[src/design/spi_pkg.sv]
package spi_pkg;

  // **************************************************
  // Frame format
  // **************************************************
  localparam int cmd_width  = 12; // Command bits shifted out per frame.
  localparam int read_width = 8;  // Bits shifted in after a read command.
  localparam int write_bit  = 11; // A 1 here marks a write frame.

  // **************************************************
  // Timing and queue sizing
  // **************************************************
  localparam int sclk_half_div = 10; // System clocks per SPI half period.

  localparam int cmd_fifo_depth = 4;
  localparam int cmd_fifo_ptr_w = $clog2(cmd_fifo_depth);
  localparam int cmd_fifo_cnt_w = $clog2(cmd_fifo_depth + 1);

  // Frame sequencer states.
  typedef enum logic [2:0] {
    IDLE,
    LOAD,
    LEAD,
    SHIFT_OUT,
    SHIFT_IN,
    TRAIL
  } spi_state_e;

endpackage

[src/design/spi_cmd_fifo.sv]
`timescale 1ns/1ps

module spi_cmd_fifo (
  input  logic                         clk,
  input  logic                         rst_n,
  input  logic [spi_pkg::cmd_width-1:0] cmd_in,
  input  logic                         cmd_vld,
  output logic                         cmd_rdy,
  output logic [spi_pkg::cmd_width-1:0] q_cmd,
  output logic                         q_vld,
  input  logic                         q_pop
);

  import spi_pkg::*;

  logic [cmd_width-1:0]      mem [cmd_fifo_depth];
  logic [cmd_fifo_ptr_w-1:0] wr_ptr;
  logic [cmd_fifo_ptr_w-1:0] rd_ptr;
  logic [cmd_fifo_cnt_w-1:0] count;
  logic                      push;
  logic                      pop;

  assign cmd_rdy = (count != cmd_fifo_cnt_w'(cmd_fifo_depth));
  assign q_vld   = (count != '0);
  assign q_cmd   = mem[rd_ptr];

  assign push = cmd_vld && cmd_rdy;
  assign pop  = q_pop && q_vld;

  // **************************************************
  // Storage
  // **************************************************
  always_ff @(posedge clk)
  begin
    if (push)
    begin
      mem[wr_ptr] <= cmd_in;
    end
  end

  // **************************************************
  // Pointers and occupancy
  // **************************************************
  // The depth is a power of two, so the pointers wrap on their own.
  always_ff @(posedge clk or negedge rst_n)
  begin
    if (!rst_n)
    begin
      wr_ptr <= '0;
      rd_ptr <= '0;
      count  <= '0;
    end
    else
    begin
      if (push)
      begin
        wr_ptr <= wr_ptr + 1'b1;
      end
      if (pop)
      begin
        rd_ptr <= rd_ptr + 1'b1;
      end
      case ({push, pop})
        2'b10:
        begin
          count <= count + 1'b1;
        end
        2'b01:
        begin
          count <= count - 1'b1;
        end
        default:
        begin
          count <= count; // Both or neither leave the level unchanged.
        end
      endcase
    end
  end

endmodule

[src/design/spi_sclk_gen.sv]
`timescale 1ns/1ps

module spi_sclk_gen (
  input  logic clk,
  input  logic rst_n,
  input  logic sclk_en,
  input  logic toggle_en,
  output logic sclk,
  output logic sclk_rise,
  output logic sclk_fall,
  output logic half_tick
);

  import spi_pkg::*;

  logic [3:0] div_cnt;
  logic       toggle;

  // The strobes come one cycle ahead of the sclk edge they announce.
  assign half_tick = sclk_en && (div_cnt == 4'(sclk_half_div - 1));
  assign toggle    = half_tick && toggle_en;
  assign sclk_rise = toggle && !sclk;
  assign sclk_fall = toggle && sclk;

  // **************************************************
  // Half period divider
  // **************************************************
  always_ff @(posedge clk or negedge rst_n)
  begin
    if (!rst_n)
    begin
      div_cnt <= '0;
    end
    else if (!sclk_en || half_tick)
    begin
      div_cnt <= '0; // Restart at every half period boundary.
    end
    else
    begin
      div_cnt <= div_cnt + 1'b1;
    end
  end

  // Lead and trail phases tick without moving the clock.
  always_ff @(posedge clk or negedge rst_n)
  begin
    if (!rst_n)
    begin
      sclk <= 1'b0;
    end
    else if (!sclk_en)
    begin
      sclk <= 1'b0; // Mode 0 idles low.
    end
    else if (toggle)
    begin
      sclk <= ~sclk;
    end
  end

endmodule

[src/design/spi_master.sv]
`timescale 1ns/1ps

module spi_master (
  input  logic                           clk,
  input  logic                           rst_n,
  input  logic [spi_pkg::cmd_width-1:0]  q_cmd,
  input  logic                           q_vld,
  output logic                           q_pop,
  output logic                           sclk_en,
  output logic                           toggle_en,
  input  logic                           sclk_rise,
  input  logic                           sclk_fall,
  input  logic                           half_tick,
  output logic                           cs,
  output logic                           mosi,
  input  logic                           miso,
  output logic                           read_vld,
  output logic [spi_pkg::read_width-1:0] read_data
);

  import spi_pkg::*;

  spi_state_e            state;
  spi_state_e            state_nxt;
  logic [cmd_width-1:0]  tx_shift;
  logic [read_width-1:0] rx_shift;
  logic [3:0]            bit_cnt;
  logic                  is_write;
  logic                  out_done;
  logic                  in_done;

  // Bits are counted on falling edges, so a phase ends with sclk low.
  assign out_done = sclk_fall && (bit_cnt == 4'(cmd_width - 1));
  assign in_done  = sclk_fall && (bit_cnt == 4'(read_width - 1));

  assign q_pop     = (state == IDLE) && q_vld;
  assign sclk_en   = (state != IDLE) && (state != LOAD);
  assign toggle_en = (state == SHIFT_OUT) || (state == SHIFT_IN);
  assign read_data = rx_shift; // Stable from the last capture until the next read.

  // **************************************************
  // Frame sequencing
  // **************************************************
  always_comb
  begin
    state_nxt = state;
    case (state)
      IDLE:
      begin
        if (q_vld)
        begin
          state_nxt = LOAD;
        end
      end
      LOAD:
      begin
        state_nxt = LEAD;
      end
      LEAD:
      begin
        if (half_tick)
        begin
          state_nxt = SHIFT_OUT;
        end
      end
      SHIFT_OUT:
      begin
        if (out_done)
        begin
          state_nxt = is_write ? TRAIL : SHIFT_IN;
        end
      end
      SHIFT_IN:
      begin
        if (in_done)
        begin
          state_nxt = TRAIL;
        end
      end
      TRAIL:
      begin
        if (half_tick)
        begin
          state_nxt = IDLE;
        end
      end
      default:
      begin
        state_nxt = IDLE;
      end
    endcase
  end

  always_ff @(posedge clk or negedge rst_n)
  begin
    if (!rst_n)
    begin
      state    <= IDLE;
      cs       <= 1'b1;
      mosi     <= 1'b0;
      read_vld <= 1'b0;
      bit_cnt  <= '0;
      is_write <= 1'b0;
    end
    else
    begin
      state    <= state_nxt;
      read_vld <= 1'b0;
      case (state)
        LOAD:
        begin
          cs       <= 1'b0;
          mosi     <= tx_shift[cmd_width-1]; // MSB is set up before the first rise.
          is_write <= tx_shift[write_bit];
          bit_cnt  <= '0;
        end
        SHIFT_OUT:
        begin
          if (out_done)
          begin
            mosi    <= 1'b0;
            bit_cnt <= '0;
          end
          else if (sclk_fall)
          begin
            mosi    <= tx_shift[cmd_width-1];
            bit_cnt <= bit_cnt + 1'b1;
          end
        end
        SHIFT_IN:
        begin
          if (in_done)
          begin
            bit_cnt <= '0;
          end
          else if (sclk_fall)
          begin
            bit_cnt <= bit_cnt + 1'b1;
          end
        end
        TRAIL:
        begin
          if (half_tick)
          begin
            cs       <= 1'b1;
            read_vld <= !is_write; // Only read frames report data.
          end
        end
        default:
        begin
          cs <= cs;
        end
      endcase
    end
  end

  // **************************************************
  // Shift registers
  // **************************************************
  always_ff @(posedge clk)
  begin
    if (q_pop)
    begin
      tx_shift <= q_cmd; // Captured as the entry leaves the queue.
    end
    else if ((state == LOAD) || ((state == SHIFT_OUT) && sclk_fall))
    begin
      tx_shift <= {tx_shift[cmd_width-2:0], 1'b0};
    end
  end

  always_ff @(posedge clk)
  begin
    if ((state == SHIFT_IN) && sclk_rise)
    begin
      rx_shift <= {rx_shift[read_width-2:0], miso};
    end
  end

endmodule

[src/design/spi_subsystem.sv]
`timescale 1ns/1ps

module spi_subsystem (
  input  logic                           clk,
  input  logic                           rst_n,
  input  logic [spi_pkg::cmd_width-1:0]  cmd_in,
  input  logic                           cmd_vld,
  output logic                           cmd_rdy,
  output logic                           sclk,
  output logic                           cs,
  output logic                           mosi,
  input  logic                           miso,
  output logic                           read_vld,
  output logic [spi_pkg::read_width-1:0] read_data
);

  import spi_pkg::*;

  logic [cmd_width-1:0] q_cmd;
  logic                 q_vld;
  logic                 q_pop;
  logic                 sclk_en;
  logic                 toggle_en;
  logic                 sclk_rise;
  logic                 sclk_fall;
  logic                 half_tick;

  // **************************************************
  // Command queue, sequencer and clock divider
  // **************************************************
  spi_cmd_fifo u_cmd_fifo (
    .clk     (clk),
    .rst_n   (rst_n),
    .cmd_in  (cmd_in),
    .cmd_vld (cmd_vld),
    .cmd_rdy (cmd_rdy),
    .q_cmd   (q_cmd),
    .q_vld   (q_vld),
    .q_pop   (q_pop)
  );

  spi_master u_master (
    .clk       (clk),
    .rst_n     (rst_n),
    .q_cmd     (q_cmd),
    .q_vld     (q_vld),
    .q_pop     (q_pop),
    .sclk_en   (sclk_en),
    .toggle_en (toggle_en),
    .sclk_rise (sclk_rise),
    .sclk_fall (sclk_fall),
    .half_tick (half_tick),
    .cs        (cs),
    .mosi      (mosi),
    .miso      (miso),
    .read_vld  (read_vld),
    .read_data (read_data)
  );

  spi_sclk_gen u_sclk_gen (
    .clk       (clk),
    .rst_n     (rst_n),
    .sclk_en   (sclk_en),
    .toggle_en (toggle_en),
    .sclk      (sclk),
    .sclk_rise (sclk_rise),
    .sclk_fall (sclk_fall),
    .half_tick (half_tick)
  );

endmodule

[config.mk]
export PLATFORM = sky130hd
export DESIGN_NAME = spi_subsystem
export DESIGN_NICKNAME = d
export VERILOG_FILES = /design/src/design/spi_pkg.sv /design/src/design/spi_cmd_fifo.sv /design/src/design/spi_sclk_gen.sv /design/src/design/spi_master.sv /design/src/design/spi_subsystem.sv
export SDC_FILE = /design/constraint.sdc
export NUM_CORES = 1
export LEC_CHECK = 0
export BUFFER_PORTS_ARGS = -buffer_cell sky130_fd_sc_hd__buf_2
export CELL_PAD_IN_SITES_DETAIL_PLACEMENT = 0
export CELL_PAD_IN_SITES_GLOBAL_PLACEMENT = 1
export CORE_ASPECT_RATIO = 1.75
export CORE_UTILIZATION = 51
export CTS_CLUSTER_SIZE = 16
export DETAILED_ROUTE_END_ITERATION = 8
export MAX_ROUTING_LAYER = met4
export PLACE_DENSITY = 0.82
export REMOVE_ABC_BUFFERS = 1
export SKIP_LAST_GASP = 1
export SYNTH_ARGS = -nofsm -noshare
export SYNTH_HDL_FRONTEND = slang
export SYNTH_SLANG_ARGS = --single-unit
[constraint.sdc]
create_clock -name clk -period 3 [get_ports clk]
set_input_delay 0.3 -clock clk [delete_from_list [all_inputs] [get_ports clk]]
set_output_delay 0.3 -clock clk [all_outputs]
set_load 0.005 [all_outputs]
### Word-level counts from Yosys, hierarchy flattened

Memory sizes are Yosys's and may differ from the RTL's.
Cells that the tools add are included.

* register bits: 43
* RAM bits: 48
* bits of input ports: 16
* output and inout port bits: 13
* logic and storage cells: 95
* memories kept: 1

* add/subtract/negate cells: 6
* eq/ne operators: 19
* multiplexer cells: 26
* bitwise gates (word level): 1
* reductions and logical operators: 29

Memory list
* u_cmd_fifo.mem: words 4, width 12, rd ports 1, clocked after Yosys merged registers in 0, write ports 1, line spi_cmd_fifo.sv:16 `logic [cmd_width-1:0] mem [cmd_fifo_depth];`

Operators by type and width (number)
* $mux W12: 2
* $pmux W3 S6: 1
* $mux W4: 4
* $mux W3: 5
* $logic_and A1 B1 Y1: 12
* $pmux W4 S3: 1
* $mux W1: 10
* $reduce_bool A3 Y1: 3
* $add A4 B1 Y4 const B: 2
* $eq A4 B4 Y1 const B: 2
* $ne A2 B1 Y1 const B: 4
* $reduce_bool A2 Y1: 4
* $eq A3 B2 Y1 const B: 2
* $eq A3 B3 Y1 const B: 2
* $ne A3 B1 Y1 const B: 2
* $pmux W3 S2: 1
* $reduce_and A5 Y1: 1
* $add A2 B1 Y2 const B: 2
* $eq A4 B3 Y1 const B: 1
* $ne A2 B2 Y1 const B: 2
* $pmux W1 S2: 2
* $reduce_and A2 Y1: 2
* $add A3 B1 Y3 const B: 1
* $eq A3 B1 Y1 const B: 1
* other kinds (8): 12

### Depth between registers and ports, before layout

Gate-level depths: netlist of run 1.

* depth in word-level cells: 9
* depth in mapped cells: 11

### Modules after synthesis

From an unflattened synthesis of run 1, not the netlist that was laid out.

* cells, all modules: 228
* area total of the unflattened synthesis: 3865.0 um^2

By module, submodules not included
* spi_cmd_fifo: times used 1, cells each 100, area an instance 2162.1 um^2
* spi_master: times used 1, cells each 100, area an instance 1427.6 um^2
* spi_sclk_gen: times used 1, cells each 28, area an instance 275.3 um^2

### Least setup slack after synthesis of run 1

No wires, ideal clock.

* path kind: register to register
* start: register u_master.state[1]
* end: register u_cmd_fifo.count[2]
* arrival: 2.224 ns
* slack: 0.697 ns
* cell stages (with the launch flop): 11
* period minus slack after synthesis: 2.303 ns
* cell sequence: dfrtp_1 > or4_1 > buf_6 > clkinv_8 > buf_12 > ha_1 > inv_1 > fa_1 > xor2_1 > nor2_1 > xor2_1

* longest elaborated chain between the ends: 5
* elaborated cells on any way between the ends: 7

RTL lines
* start, declared: line spi_master.sv:23 `spi_state_e state;`
* start signal, assigned: line spi_master.sv:107 `state <= state_nxt;`
* $logic_not A3 Y1 *: line spi_master.sv:36 `assign q_pop = (state == IDLE) && q_vld;`
* $logic_and A1 B1 Y1 *: line spi_master.sv:36
* $logic_and A1 B1 Y1 *: line spi_cmd_fifo.sv:28 `assign pop = q_pop && q_vld;`
* via u_cmd_fifo.pop: line spi_cmd_fifo.sv:21 `logic pop;`
* $eq A2 B1 Y1 or $eq A2 B2 Y1 (tied branches): line spi_cmd_fifo.sv:63 `case ({push, pop})`
* $pmux W3 S2 or $reduce_bool A2 Y1 (tied branches)
* end signal, assigned: line spi_cmd_fifo.sv:66 `count <= count + 1'b1;`
* end signal, assigned: line spi_cmd_fifo.sv:70 `count <= count - 1'b1;`
* end signal, assigned: line spi_cmd_fifo.sv:74 `count <= count;`
* end, declared: line spi_cmd_fifo.sv:19 `logic [cmd_fifo_cnt_w-1:0] count;`

The timed path passes the listed nets; every way through them passes the cells marked *.
A chain may end at the register's enable or synchronous reset.

### Worst setup path after layout of run 1

* start: register u_master.state[2]
* end: register u_cmd_fifo.count[2]

* longest elaborated chain between the ends: 5
* elaborated cells on any way between the ends: 7

RTL lines (line)
* $logic_not A3 Y1 *: spi_master.sv:36
* $logic_and A1 B1 Y1 *: spi_master.sv:36
* $logic_and A1 B1 Y1 *: spi_cmd_fifo.sv:28
* $eq A2 B1 Y1 or $eq A2 B2 Y1 (tied branches): spi_cmd_fifo.sv:63
* $pmux W3 S2 or $reduce_bool A2 Y1 (tied branches)

Mark *: on every way between the ends. The rest lies on a longest branch, timed or not.

==> results of run 1 <==
-- cell families after synthesis --
family	Yosys count	synth area share
buf+inv	17	0.0279
xor+xnor	11	0.0272
compound gates	18	0.0351
mux	25	0.114
flops	91	0.686
fa+ha+maj	9	0.0315
simple gates	54	0.0783
-- synthesized netlist by cell type (2+ instances only) --
master,count,area share
sky130_fd_sc_hd__nor2_1,15,0.015
sky130_fd_sc_hd__mux2_2,5,0.015
sky130_fd_sc_hd__nand3b_1,5,0.0098
sky130_fd_sc_hd__clkbuf_1,3,0.0029
sky130_fd_sc_hd__inv_1,8,0.0079
sky130_fd_sc_hd__nand3_1,3,0.0039
sky130_fd_sc_hd__and3_1,5,0.0082
sky130_fd_sc_hd__nand2_1,10,0.0098
sky130_fd_sc_hd__mux4_2,12,0.071
sky130_fd_sc_hd__buf_2,2,0.0026
sky130_fd_sc_hd__a211oi_1,2,0.0039
sky130_fd_sc_hd__mux2_4,6,0.024
sky130_fd_sc_hd__ha_1,8,0.026
sky130_fd_sc_hd__xor2_1,3,0.0069
sky130_fd_sc_hd__mux2i_1,2,0.0052
sky130_fd_sc_hd__o21ai_0,6,0.0079
sky130_fd_sc_hd__and2_1,3,0.0049
sky130_fd_sc_hd__nor3_1,3,0.0039
sky130_fd_sc_hd__nor4b_1,2,0.0046
sky130_fd_sc_hd__edfxtp_1,68,0.53
sky130_fd_sc_hd__dfrtp_1,22,0.14
sky130_fd_sc_hd__xnor2_1,7,0.016
-- flip-flops by register name, indices dropped and copies added, names as in the netlist --
signal	cells
u_master.state	3
u_master.cs	1
u_master.bit_cnt	4
u_cmd_fifo.count	3
u_sclk_gen.div_cnt	4
u_master.is_write	1
u_cmd_fifo.rd_ptr	2
u_master.tx_shift	12
u_master.mosi	1
u_sclk_gen.sclk	1
u_cmd_fifo.mem	48
u_master.read_data	8
u_cmd_fifo.wr_ptr	2
u_master.read_vld	1
-- power breakdown --
part,internal [W],switching (W)
combinational,0.000119,0.000172
clock,0.000727,0.000450
sequential,0.00153,0.0000544
-- area by class of cell --
| class | count | area share |
|---|---|---|
| Sequential cell | 91 | 0.599 |
| Multi-Input combinational cell | 117 | 0.250 |
| Clock buffer | 9 | 0.0515 |
| Timing Repair Buffer | 34 | 0.0429 |
| Tap cell | 86 | 0.0246 |
| Clock inverter | 7 | 0.0209 |
| Inverter | 9 | 0.0106 |
-- routing by layer --
| layer | vias up | wire length (microns) | part of all wire |
|---|---|---|---|
| met5 | - | 0 | 0 |
| met4 | 0 | 147 | 0.025 |
| met3 | 14 | 170 | 0.029 |
| met2 | 47 | 3190 | 0.54 |
| met1 | 985 | 2350 | 0.40 |
| li1 | 921 | - | - |
-- timing repair --
| action | in CTS | in global routing |
|---|---|---|
| endpoints found under the setup margin | 0 | 0 |
| hold buffers | 1 | 0 |
| hold endpoints to repair | 22 | 0 |
-- how the worst max path moves through the flow --
stage / slack [ps] / startpoint / endpoint / depth (start not counted)
after floorplan: 610 / u_master.state[1] / u_cmd_fifo.count[2] / 8
after global placement: 690 / u_master.state[2] / u_cmd_fifo.count[2] / 8
after detailed placement: 660 / u_master.state[2] / u_cmd_fifo.count[2] / 8
after CTS: 600 / u_master.state[2] / u_cmd_fifo.count[2] / 8
after global routing: 470 / u_master.state[2] / u_cmd_fifo.count[2] / 8
final: 630 / u_master.state[2] / u_cmd_fifo.count[2] / 8
-- metrics by stage --
step	util	hold slack (ps)	instances	area [sq um]	setup slack, ps
final	0.604	140	353	4370	630
after floorplan	-	4.41	217	3760	612
after global placement	0.559	315	336	4040	694
after detailed placement	0.559	319	336	4040	658
after CTS	0.604	127	353	4370	598
after global routing	0.604	131	353	4370	471
-- critical path: stages (launching register included) --
cell and delay [ps]:
sky130_fd_sc_hd__dfrtp_1 370, sky130_fd_sc_hd__or4_1 710, sky130_fd_sc_hd__clkinv_8 170, sky130_fd_sc_hd__ha_1 200, sky130_fd_sc_hd__inv_1 60, sky130_fd_sc_hd__fa_1 370, sky130_fd_sc_hd__xor2_1 150, sky130_fd_sc_hd__nor2_1 110
sky130_fd_sc_hd__xor2_1 160
==> reports/metrics.csv, run 1 <==
stage;metric;value;unit
run_status;status;complete, no violations;
critical_path;Max FO, Critical Path;14;
power_and_ir_drop;peak ir drop on the vdd network;0.476;mV
global_route;maximum number of pins on one net before global-route repair;24;
synthesis;post-synthesis average cell area;17.0;sq um
synthesis;Post-Syn Area;3820;sq um
global_route;global-route met1 utilization;0.196;
critical_path;start of the worst register-to-register path;u_master.state[2];
floorplanning;row cnt;41;
detailed_routing;WL/cell;16.6;microns
final_layout;share of post-route cells with drive strength above 1;0.303;
critical_path;R2R setup slack;630;ps
sta;remaining max-slew budget at the tightest pin;0.557;
global_route;global-route congestion overflow total;0;
critical_path;element type at the critical path end;flop;
final_layout;most frequent standard cell in the layout excluding fill and tap cells;sky130_fd_sc_hd__edfxtp_1;
global_route;vias in the first global route;1980;
clocking;CTS HTree Levels;3;
floorplanning;top-level port count;29;
critical_path;worst reg-to-reg path cell count;8;
synthesis;post-synthesis sequential area ratio;0.686;
sta;total count of hold-check failures in the final report;0;
global_route;met2 demand-to-capacity share in global routing;0.299;
hold_path;hold path endpoint;u_master.read_data[0];
final_layout;area of combinational cells with multiple inputs;1090;sq um
floorplanning;vertical die dimension;116;microns
detailed_routing;iteration count of the initial detailed-routing pass;4;
clocking;Max Root-Sink Buffers;2;
placement;Placer Congestion;0.800;
final_layout;fill count;544;
hold_path;hold_sp;miso;
clocking;Clock transition at path regs;60;ps
critical_path;WP data arrival;2620;ps
clocking;post-CTS resize count;0;
final_layout;synthesis-to-finish area growth;14.4;%
sta;RSZ-0062 raised after global routing;no;
floorplanning;width of the die;67.4;microns
sta;worst-margin pin slew;664;ps
synthesis;number of unique standard cell types used by synthesis;47;
hold_path;class of the most critical hold timing path;in -> reg;
critical_path;critical path launch point type;flop;
final_layout;most used cells in the layout excluding fill and tap cells;sky130_fd_sc_hd__edfxtp_1 (68), sky130_fd_sc_hd__buf_2 (28), sky130_fd_sc_hd__dfrtp_1 (22), sky130_fd_sc_hd__nor2_1 (15), sky130_fd_sc_hd__mux4_2 (12);
critical_path;worst reg2reg path endpoint;u_cmd_fifo.count[2];
power_and_ir_drop;cell leakage power;1.66;nW
global_route;most congested layer reported by global routing;met2;
detailed_routing;Iteration-0 DRC Markers;150;
sta;Setup violations, final;0;
sta;minimum period implied by the final worst setup slack;2370;ps
run;Max-cap violations;0;
floorplanning;Core Box Area;7230;sq um
global_route;first-pass GRT wire length;9530;microns
hold_path;number of instances on the worst hold path;1;
power_and_ir_drop;Power, Total;0.00306;W
synthesis;number of synthesized register bits;91;
synthesis;top_reg_cell synth;sky130_fd_sc_hd__edfxtp_1;
final_layout;diodes inserted;0;
clocking;Clock Latency Late Sink;330;ps
clocking;Clock Sinks;91;
floorplanning;total die area;7850;sq um
synthesis;share of synthesized flip-flops with an asynchronous set or reset;0.253;
global_route;met3 Use GR;0.0527;
sta;worst setup skew after layout;5.06;ps
sta;highest achievable clock rate;422;MHz
clocking;CTS tree;yes;
floorplanning;effective utilization at floorplan;0.528;
global_route;global routing usage summed across all routing layers;0.181;
detailed_routing;via count of the routed design;1967;
placement;dpl hpwl;3960;microns
detailed_routing;number of nets still failing antenna checks after routing;0;
critical_path;Critical Setup Path Class;reg -> reg;
sta;Setup TNS;0;ps
clocking;Root Driver;sky130_fd_sc_hd__clkbuf_16;
clocking;post-CTS setup buffers;0;
clocking;number of buffers inserted during clock tree synthesis;9;
global_route;number of antenna violations at the first check in global routing;0;
synthesis;count of yosys warnings during synthesis;0;
critical_path;required arrival time at the worst endpoint;3250;ps
synthesis;number of synthesized flops with an enable pin;68;
final_layout;final layout net count;287;
sta;fin crit share;0.790;
power_and_ir_drop;P per Cell Area;699;nW/um^2
final_layout;Sequential Area;2620;sq um
placement;number of I/O port buffers;28;
detailed_routing;DR vias/cell;5.57;
detailed_routing;total wire length after detailed routing;5870;microns
synthesis;Synth Instances;225;
detailed_routing;drt drc;0;
sta;number of slew-limit violations in the final report;0;
No activity file was read; power rests on OpenSTA's default activity.
==> run 2, diff against run 1 <==
Settings changed: ABC_AREA from default to 1, CORE_UTILIZATION 51 to 43, PLACE_DENSITY 0.82 to 0.78.
Clock period 3 ns to 2 ns, I/O delays scaled along.
==> run 2 against run 1 <==
Via count rose by 27%. Clock power rose by 53%. Critical path type unchanged. Setup slack got worse by 470 ps. Clock skew rose by 2.6 ps. First-iteration DRC count fell by 33%. Synthesized area rose by 1.3%.
==> reports/metrics.csv, run 2 <==
stage;metric;value;unit
final_layout;share of post-route cells with drive strength above 1;0.203;
critical_path;cell family contributing the most delay on the critical path;simple AND/OR/NAND/NOR gates;
synthesis;Synth Instances;337;
synthesis;share of synthesized flip-flops with an asynchronous set or reset;0.253;
global_route;number of antenna violations at the first check in global routing;0;
detailed_routing;total wire length after detailed routing;6880;microns
final_layout;synthesis-to-finish area growth;18.7;%
global_route;vias in the first global route;2600;
synthesis;top cell type's share of synthesized area;0.528;
final_layout;final layout net count;410;
final_layout;Finished Core Util;0.526;
placement;dpl hpwl;4970;microns
run_status;status;complete, no violations;
synthesis;leading cell types by total area after synthesis;sky130_fd_sc_hd__edfxtp_1 (53%), sky130_fd_sc_hd__dfrtp_1 (14%), sky130_fd_sc_hd__nor2_1 (7.7%), sky130_fd_sc_hd__o21ai_0 (3.4%), sky130_fd_sc_hd__nand2_1 (3.0%);
floorplanning;width of the die;73.7;microns
critical_path;Critical Setup Path Class;reg -> reg;
clocking;Max Root-Sink Buffers;2;
clocking;Clock transition at path regs;60;ps
detailed_routing;WL/cell;13.6;microns
synthesis;count of yosys warnings during synthesis;0;
final_layout;most used cells in the layout excluding fill and tap cells;sky130_fd_sc_hd__nor2_1 (79), sky130_fd_sc_hd__edfxtp_1 (68), sky130_fd_sc_hd__nand2_1 (30), sky130_fd_sc_hd__inv_1 (29), sky130_fd_sc_hd__buf_2 (28);
synthesis;post-synthesis sequential area ratio;0.677;
clocking;CTS tree;yes;
synthesis;number of unique standard cell types used by synthesis;32;
critical_path;required arrival time at the worst endpoint;2060;ps
critical_path;Critical-path top delay cell;sky130_fd_sc_hd__dfrtp_1;
synthesis;top_reg_cell synth;sky130_fd_sc_hd__edfxtp_1;
floorplanning;row cnt;45;
placement;minimum setup slack after placement;109;ps
final_layout;fill count;771;
detailed_routing;number of nets still failing antenna checks after routing;0;
sta;fin crit share;0.922;
sta;number of slew-limit violations in the final report;0;
sta;post-route setup slack;156;ps
placement;number of placed instances with taps included;487;
placement;number of I/O port buffers;28;
critical_path;element type at the critical path end;flop;
synthesis;number of synthesized register bits;91;
critical_path;delay of the slowest cell on the worst path;400;ps
final_layout;register ranked first by flip-flop count;u_cmd_fifo.mem;
sta;Setup TNS;0;ps
synthesis;Post-Syn Area;3870;sq um
clocking;Clock Latency Late Sink;340;ps
clocking;Clock Sinks;91;
clocking;CTS HTree Levels;3;
sta;total count of hold-check failures in the final report;0;
sta;worst setup skew after layout;7.67;ps
detailed_routing;drt drc;0;
power_and_ir_drop;P per Cell Area;1000;nW/um^2
synthesis;commonest cells in the netlist;sky130_fd_sc_hd__nor2_1 (79), sky130_fd_sc_hd__edfxtp_1 (68), sky130_fd_sc_hd__nand2_1 (31);
hold_path;class of the most critical hold timing path;in -> reg;
power_and_ir_drop;cell leakage power;1.87;nW
critical_path;critical path launch point type;flop;
final_layout;diodes inserted;0;
critical_path;WP data arrival;1900;ps
global_route;maximum number of pins on one net before global-route repair;26;
floorplanning;vertical die dimension;128;microns
synthesis;number of synthesized flops with an enable pin;68;
floorplanning;Core Box Area;8730;sq um
sta;worst-margin pin slew;536;ps
final_layout;Finished Layout Cells;507;
placement;Placer Congestion;0.870;
synthesis;largest area contributor in the synthesized netlist;sky130_fd_sc_hd__edfxtp_1;
final_layout;most frequent standard cell in the layout excluding fill and tap cells;sky130_fd_sc_hd__nor2_1;
clocking;number of buffers inserted during clock tree synthesis;9;
floorplanning;effective utilization at floorplan;0.443;
synthesis;top-count cell post-synth;sky130_fd_sc_hd__nor2_1;
final_layout;flip-flop count of the largest register, all copies and words added;48;
critical_path;worst path bufs/invs;4;
critical_path;ordered list of cells on the worst path;inv_1 -> ha_1 -> nand3_2 -> nor2_4 -> nand2_4 -> inv_4 -> nand2_4 -> o21ai_2 -> inv_1 -> nand2_2 -> buf_12;
detailed_routing;via count of the routed design;2503;
global_route;global routing usage summed across all routing layers;0.179;
detailed_routing;DR vias/cell;4.94;
sta;remaining max-slew budget at the tightest pin;0.643;
detailed_routing;iteration count of the initial detailed-routing pass;4;
clocking;Root Driver;sky130_fd_sc_hd__clkbuf_16;
power_and_ir_drop;peak ir drop on the vdd network;0.593;mV
run;Max-cap violations;0;
sta;minimum period implied by the final worst setup slack;1840;ps
detailed_routing;Iteration-0 DRC Markers;100;
global_route;first-pass GRT wire length;11900;microns
floorplanning;total die area;9400;sq um
critical_path;Max FO, Critical Path;12;
sta;RSZ-0062 raised after global routing;no;
sta;highest achievable clock rate;542;MHz
floorplanning;top-level port count;29;
synthesis;post-synthesis average cell area;11.5;sq um
global_route;global-route congestion overflow total;0;
sta;Setup violations, final;0;
sta;Hold Slack;29.8;ps
==> run 2: cell count changes in the layout (fill, tap and decap cells not counted), sizes merged, moves of 12 or more <==
cell   delta
buf      +12
inv      +25
mux4     -12
nand2    +25
nor2     +68
o21ai    +25
==> run 2: worst reg2reg max path: cells and delay by family, from the launching register on <==
family / cells / cell delay [ps]
simple gates: 5 / 560
flops: 1 / 400
buf+inv: 4 / 330
fa+ha+maj: 1 / 150
compound gates: 1 / 130
==> run 2: path summary, 6_finish.rpt <==
| kind | startpoint | to | slack, ps | cells after the start |
|---|---|---|---|---|
| worst max-delay path | u_sclk_gen.div_cnt[1] | u_master.tx_shift[0] | 160 | 11 |
| worst min-delay path | miso | u_master.read_data[0] | 30 | 1 |
| worst max register to register | u_sclk_gen.div_cnt[1] | u_master.tx_shift[0] | 160 | 11 |
| worst min register to register | u_master.read_data[6] | u_master.read_data[7] | 460 | 0 |
| max in group asynchronous | rst_n | u_master.cs | 1250 | 2 |
| min in group asynchronous | rst_n | u_cmd_fifo.count[0] | 360 | 2 |
==> run 2: layout make-up <==
type	count	area (sq um)	area share
Clock buffer	9	225	0.0490
Clock inverter	7	97.6	0.0212
Inverter	32	123	0.0267
Multi-Input combinational cell	205	1090	0.238
Sequential cell	91	2620	0.570
Tap cell	117	146	0.0319
Timing Repair Buffer	46	290	0.0632
==> run 2: cells by family after synthesis <==
logic type / Yosys count / synth area share
and+or+nand+nor: 141 / 0.166
DFF: 91 / 0.677
adders and majority gates: 9 / 0.0310
buffers and inverters: 41 / 0.0427
xor gates and xnor gates: 8 / 0.0181
AOI/OAI and AO/OA: 47 / 0.0660
==> run 2: metrics by stage <==
step	total power [W]	instance area [sq um]
floorplan	0.00266	3830
global placement	0.00282	4230
detailed placement	0.00286	4230
CTS	0.00467	4560
global route	0.00484	4590
finish	0.00462	4590
==> run 2: routing by layer <==
metal  track usage  routed length (microns)
met1         0.181                     2650
met2         0.315                     3880
met3        0.0426                      203
met4        0.0826                      153
met5             -                        0
==> run 2: power by group <==
part	total (W)	internal [W]	switching (W)
logic	0.000462	0.000163	0.000299
clock network	0.00180	0.00110	0.000696
registers	0.00236	0.00229	0.0000669
total	0.00462	0.00355	0.00106
==> run 2: what timing repair did <==
| action | CTS | global route |
|---|---|---|
| endpoints found under the hold margin | 22 | 0 |
| setup endpoints to repair | 0 | 13 |
| resized for setup | 0 | 3 |
| hold buffers | 1 | 0 |
| setup buffers | 0 | 3 |
==> run 3, diff against run 2 <==
Settings changed: BUFFER_PORTS_ARGS -buffer_cell sky130_fd_sc_hd__buf_2 to -buffer_cell sky130_fd_sc_hd__buf_4.
==> run 3 against run 2 <==
Core utilization is 0.72 points higher. Total power is 0.72% higher. Clock power hardly changed. Register-to-register slack worse by 20 ps. Critical endpoint unchanged. First-iteration DRC count is 29% higher. Combinational power is 2% higher. Setup slack worse by 15 ps. Die area stayed put. Largest power group unchanged. Largest cell class unchanged. Maximum frequency is 0.83% lower. Clock skew is 1.4 ps lower. Design area is 1.4% higher.
==> reports/metrics.csv, run 3 (synthesized netlist as in run 2, its figures left out) <==
stage;metric;value;unit
run_status;status;complete, no violations;
global_route;global routing usage summed across all routing layers;0.175;
final_layout;diodes inserted;0;
power_and_ir_drop;proportion of power drawn by combinational gates;0.101;
critical_path;worst path bufs/invs;4;
placement;dpl hpwl;4960;microns
sta;highest achievable clock rate;538;MHz
critical_path;delay of the slowest cell on the worst path;400;ps
floorplanning;Core Box Area;8730;sq um
power_and_ir_drop;Psw;0.00108;W
detailed_routing;iteration count of the initial detailed-routing pass;4;
run;Max-cap violations;0;
detailed_routing;number of nets still failing antenna checks after routing;0;
final_layout;share of post-route cells with drive strength above 1;0.204;
critical_path;ordered list of cells on the worst path;inv_1 -> ha_1 -> nand3_2 -> nor2_4 -> nand2_4 -> inv_4 -> nand2_4 -> o21ai_2 -> inv_1 -> nand2_2 -> buf_12;
critical_path;number of stages on the worst setup path;11;
sta;Hold Slack;38.9;ps
final_layout;Finished Core Util;0.534;
final_layout;most used cells in the layout excluding fill and tap cells;sky130_fd_sc_hd__nor2_1 (79), sky130_fd_sc_hd__edfxtp_1 (68), sky130_fd_sc_hd__buf_4 (42), sky130_fd_sc_hd__nand2_1 (30), sky130_fd_sc_hd__inv_1 (29);
sta;number of slew-limit violations in the final report;0;
power_and_ir_drop;peak ir drop on the vdd network;0.848;mV
clocking;number of buffers inserted during clock tree synthesis;9;
critical_path;Critical Setup Path Class;reg -> reg;
clocking;Clock Sinks;91;
clocking;Max Root-Sink Buffers;2;
final_layout;flip-flop count of the largest register, all copies and words added;48;
sta;total count of hold-check failures in the final report;0;
hold_path;number of instances on the worst hold path;1;
clocking;CTS HTree Levels;3;
critical_path;Max FO, Critical Path;12;
critical_path;Critical-path top delay cell;sky130_fd_sc_hd__dfrtp_1;
placement;minimum setup slack after placement;95.3;ps
final_layout;Finished Layout Cells;505;
critical_path;required arrival time at the worst endpoint;2060;ps
floorplanning;total die area;9400;sq um
placement;Placer Congestion;0.846;
sta;RSZ-0062 raised after global routing;yes;
sta;minimum period implied by the final worst setup slack;1860;ps
clocking;Clock Latency Late Sink;340;ps
hold_path;class of the most critical hold timing path;in -> reg;
critical_path;cell family contributing the most delay on the critical path;simple AND/OR/NAND/NOR gates;
critical_path;WP data arrival;1910;ps
critical_path;critical path launch point type;flop;
clocking;Root Driver;sky130_fd_sc_hd__clkbuf_16;
placement;number of placed instances with taps included;487;
global_route;first-pass GRT wire length;11600;microns
power_and_ir_drop;P per Cell Area;998;nW/um^2
critical_path;element type at the critical path end;flop;
sta;post-route setup slack;141;ps
sta;Setup TNS;0;ps
detailed_routing;WL/cell;13.7;microns
clocking;Clock transition at path regs;70;ps
critical_path;worst reg-to-reg path cell count;11;
power_and_ir_drop;total internal power;0.00356;W
detailed_routing;total wire length after detailed routing;6900;microns
final_layout;fill count;772;
final_layout;register ranked first by flip-flop count;u_cmd_fifo.mem;
floorplanning;vertical die dimension;128;microns
floorplanning;row cnt;45;
final_layout;final layout net count;408;
sta;remaining max-slew budget at the tightest pin;0.706;
detailed_routing;DR vias/cell;4.75;
clocking;CTS tree;yes;
power_and_ir_drop;fraction of power spent switching nets;0.233;
floorplanning;width of the die;73.7;microns
global_route;global-route congestion overflow total;0;
sta;worst-margin pin slew;441;ps
power_and_ir_drop;share of total power in sequential cells;0.509;
final_layout;synthesis-to-finish area growth;20.3;%
power_and_ir_drop;fraction of power consumed by the clock network;0.391;
sta;Setup violations, final;0;
sta;fin crit share;0.930;
detailed_routing;via count of the routed design;2400;
detailed_routing;drt drc;0;
floorplanning;top-level port count;29;
global_route;maximum number of pins on one net before global-route repair;26;
floorplanning;effective utilization at floorplan;0.443;
detailed_routing;Iteration-0 DRC Markers;129;
global_route;vias in the first global route;2451;
global_route;number of antenna violations at the first check in global routing;0;
sta;worst setup skew after layout;6.22;ps
placement;number of I/O port buffers;28;
final_layout;most frequent standard cell in the layout excluding fill and tap cells;sky130_fd_sc_hd__nor2_1;
power_and_ir_drop;cell leakage power;1.89;nW
-- run 3: cell types whose count changed in the layout (fill, tap and decap cells not counted), sizes merged --
cell      before  now
buf           45   43
clkinvlp       2    1
inv           34   35
-- run 3: worst register-to-register path, delay by kind of cell (launching register included) --
kind	cells	cell delay, ps
AO/OA/AOI/OAI	1	140
adder cells (fa/ha/maj)	1	150
AND/OR/NAND/NOR	5	540
flip-flops	1	400
buffers and inverters	4	340
-- run 3: final timing paths --
check | slack, ps | start | to
worst min-delay path | 40 | miso | u_master.read_data[0]
max in group asynchronous | 1420 | rst_n | u_master.cs
worst max register to register | 140 | u_sclk_gen.div_cnt[1] | u_master.tx_shift[0]
worst max-delay path | 140 | u_sclk_gen.div_cnt[1] | u_master.tx_shift[0]
min in group asynchronous | 290 | rst_n | u_master.state[2]
worst min register to register | 450 | u_master.read_data[1] | u_master.read_data[2]
-- run 3: layer usage --
metal  routed length, microns  global-route usage  part of all wire  vias up
met5                        0                   -                 0        -
met4                      157              0.0916             0.023        0
li1                         -                   -                 -     1237
met2                     3960               0.306              0.57       31
met1                     2650               0.186              0.38     1123
met3                      134              0.0237             0.019        9
-- run 3: power by group through the flow --
stage / clock (W) / combinational, W / sequential, W
after floorplan: 0 / 0.000272 / 0.00238
after global placement: 0 / 0.000448 / 0.00239
after detailed placement: 0 / 0.000473 / 0.00240
after CTS: 0.00186 / 0.000477 / 0.00237
after global routing: 0.00192 / 0.000553 / 0.00238
final: 0.00182 / 0.000469 / 0.00236
-- run 3: what timing repair did --
item | 4_1_cts | 5_1_grt
hold endpoints to repair | 22 | 0
resized for setup | 0 | 4
hold buffers | 1 | 0
buffers inserted | 0 | 1
setup endpoints to repair | 0 | 13
-- run 3: cell type report --
cell class / instances / area, sq um / share of cell area
multi-input cells: 205 / 1100 / 0.236
repair buffers: 44 / 345 / 0.0742
flip-flops and latches: 91 / 2620 / 0.562
clock buffers: 9 / 225 / 0.0484
well taps: 117 / 146 / 0.0314
clock inverters: 7 / 98.8 / 0.0212
inverters: 32 / 123 / 0.0263
-- run 3: stage by stage --
step	instance area (sq um)	power (W)
floorplan	3830	0.00266
global placement	4300	0.00284
detailed placement	4300	0.00288
CTS	4640	0.00470
global route	4660	0.00486
finish	4660	0.00465
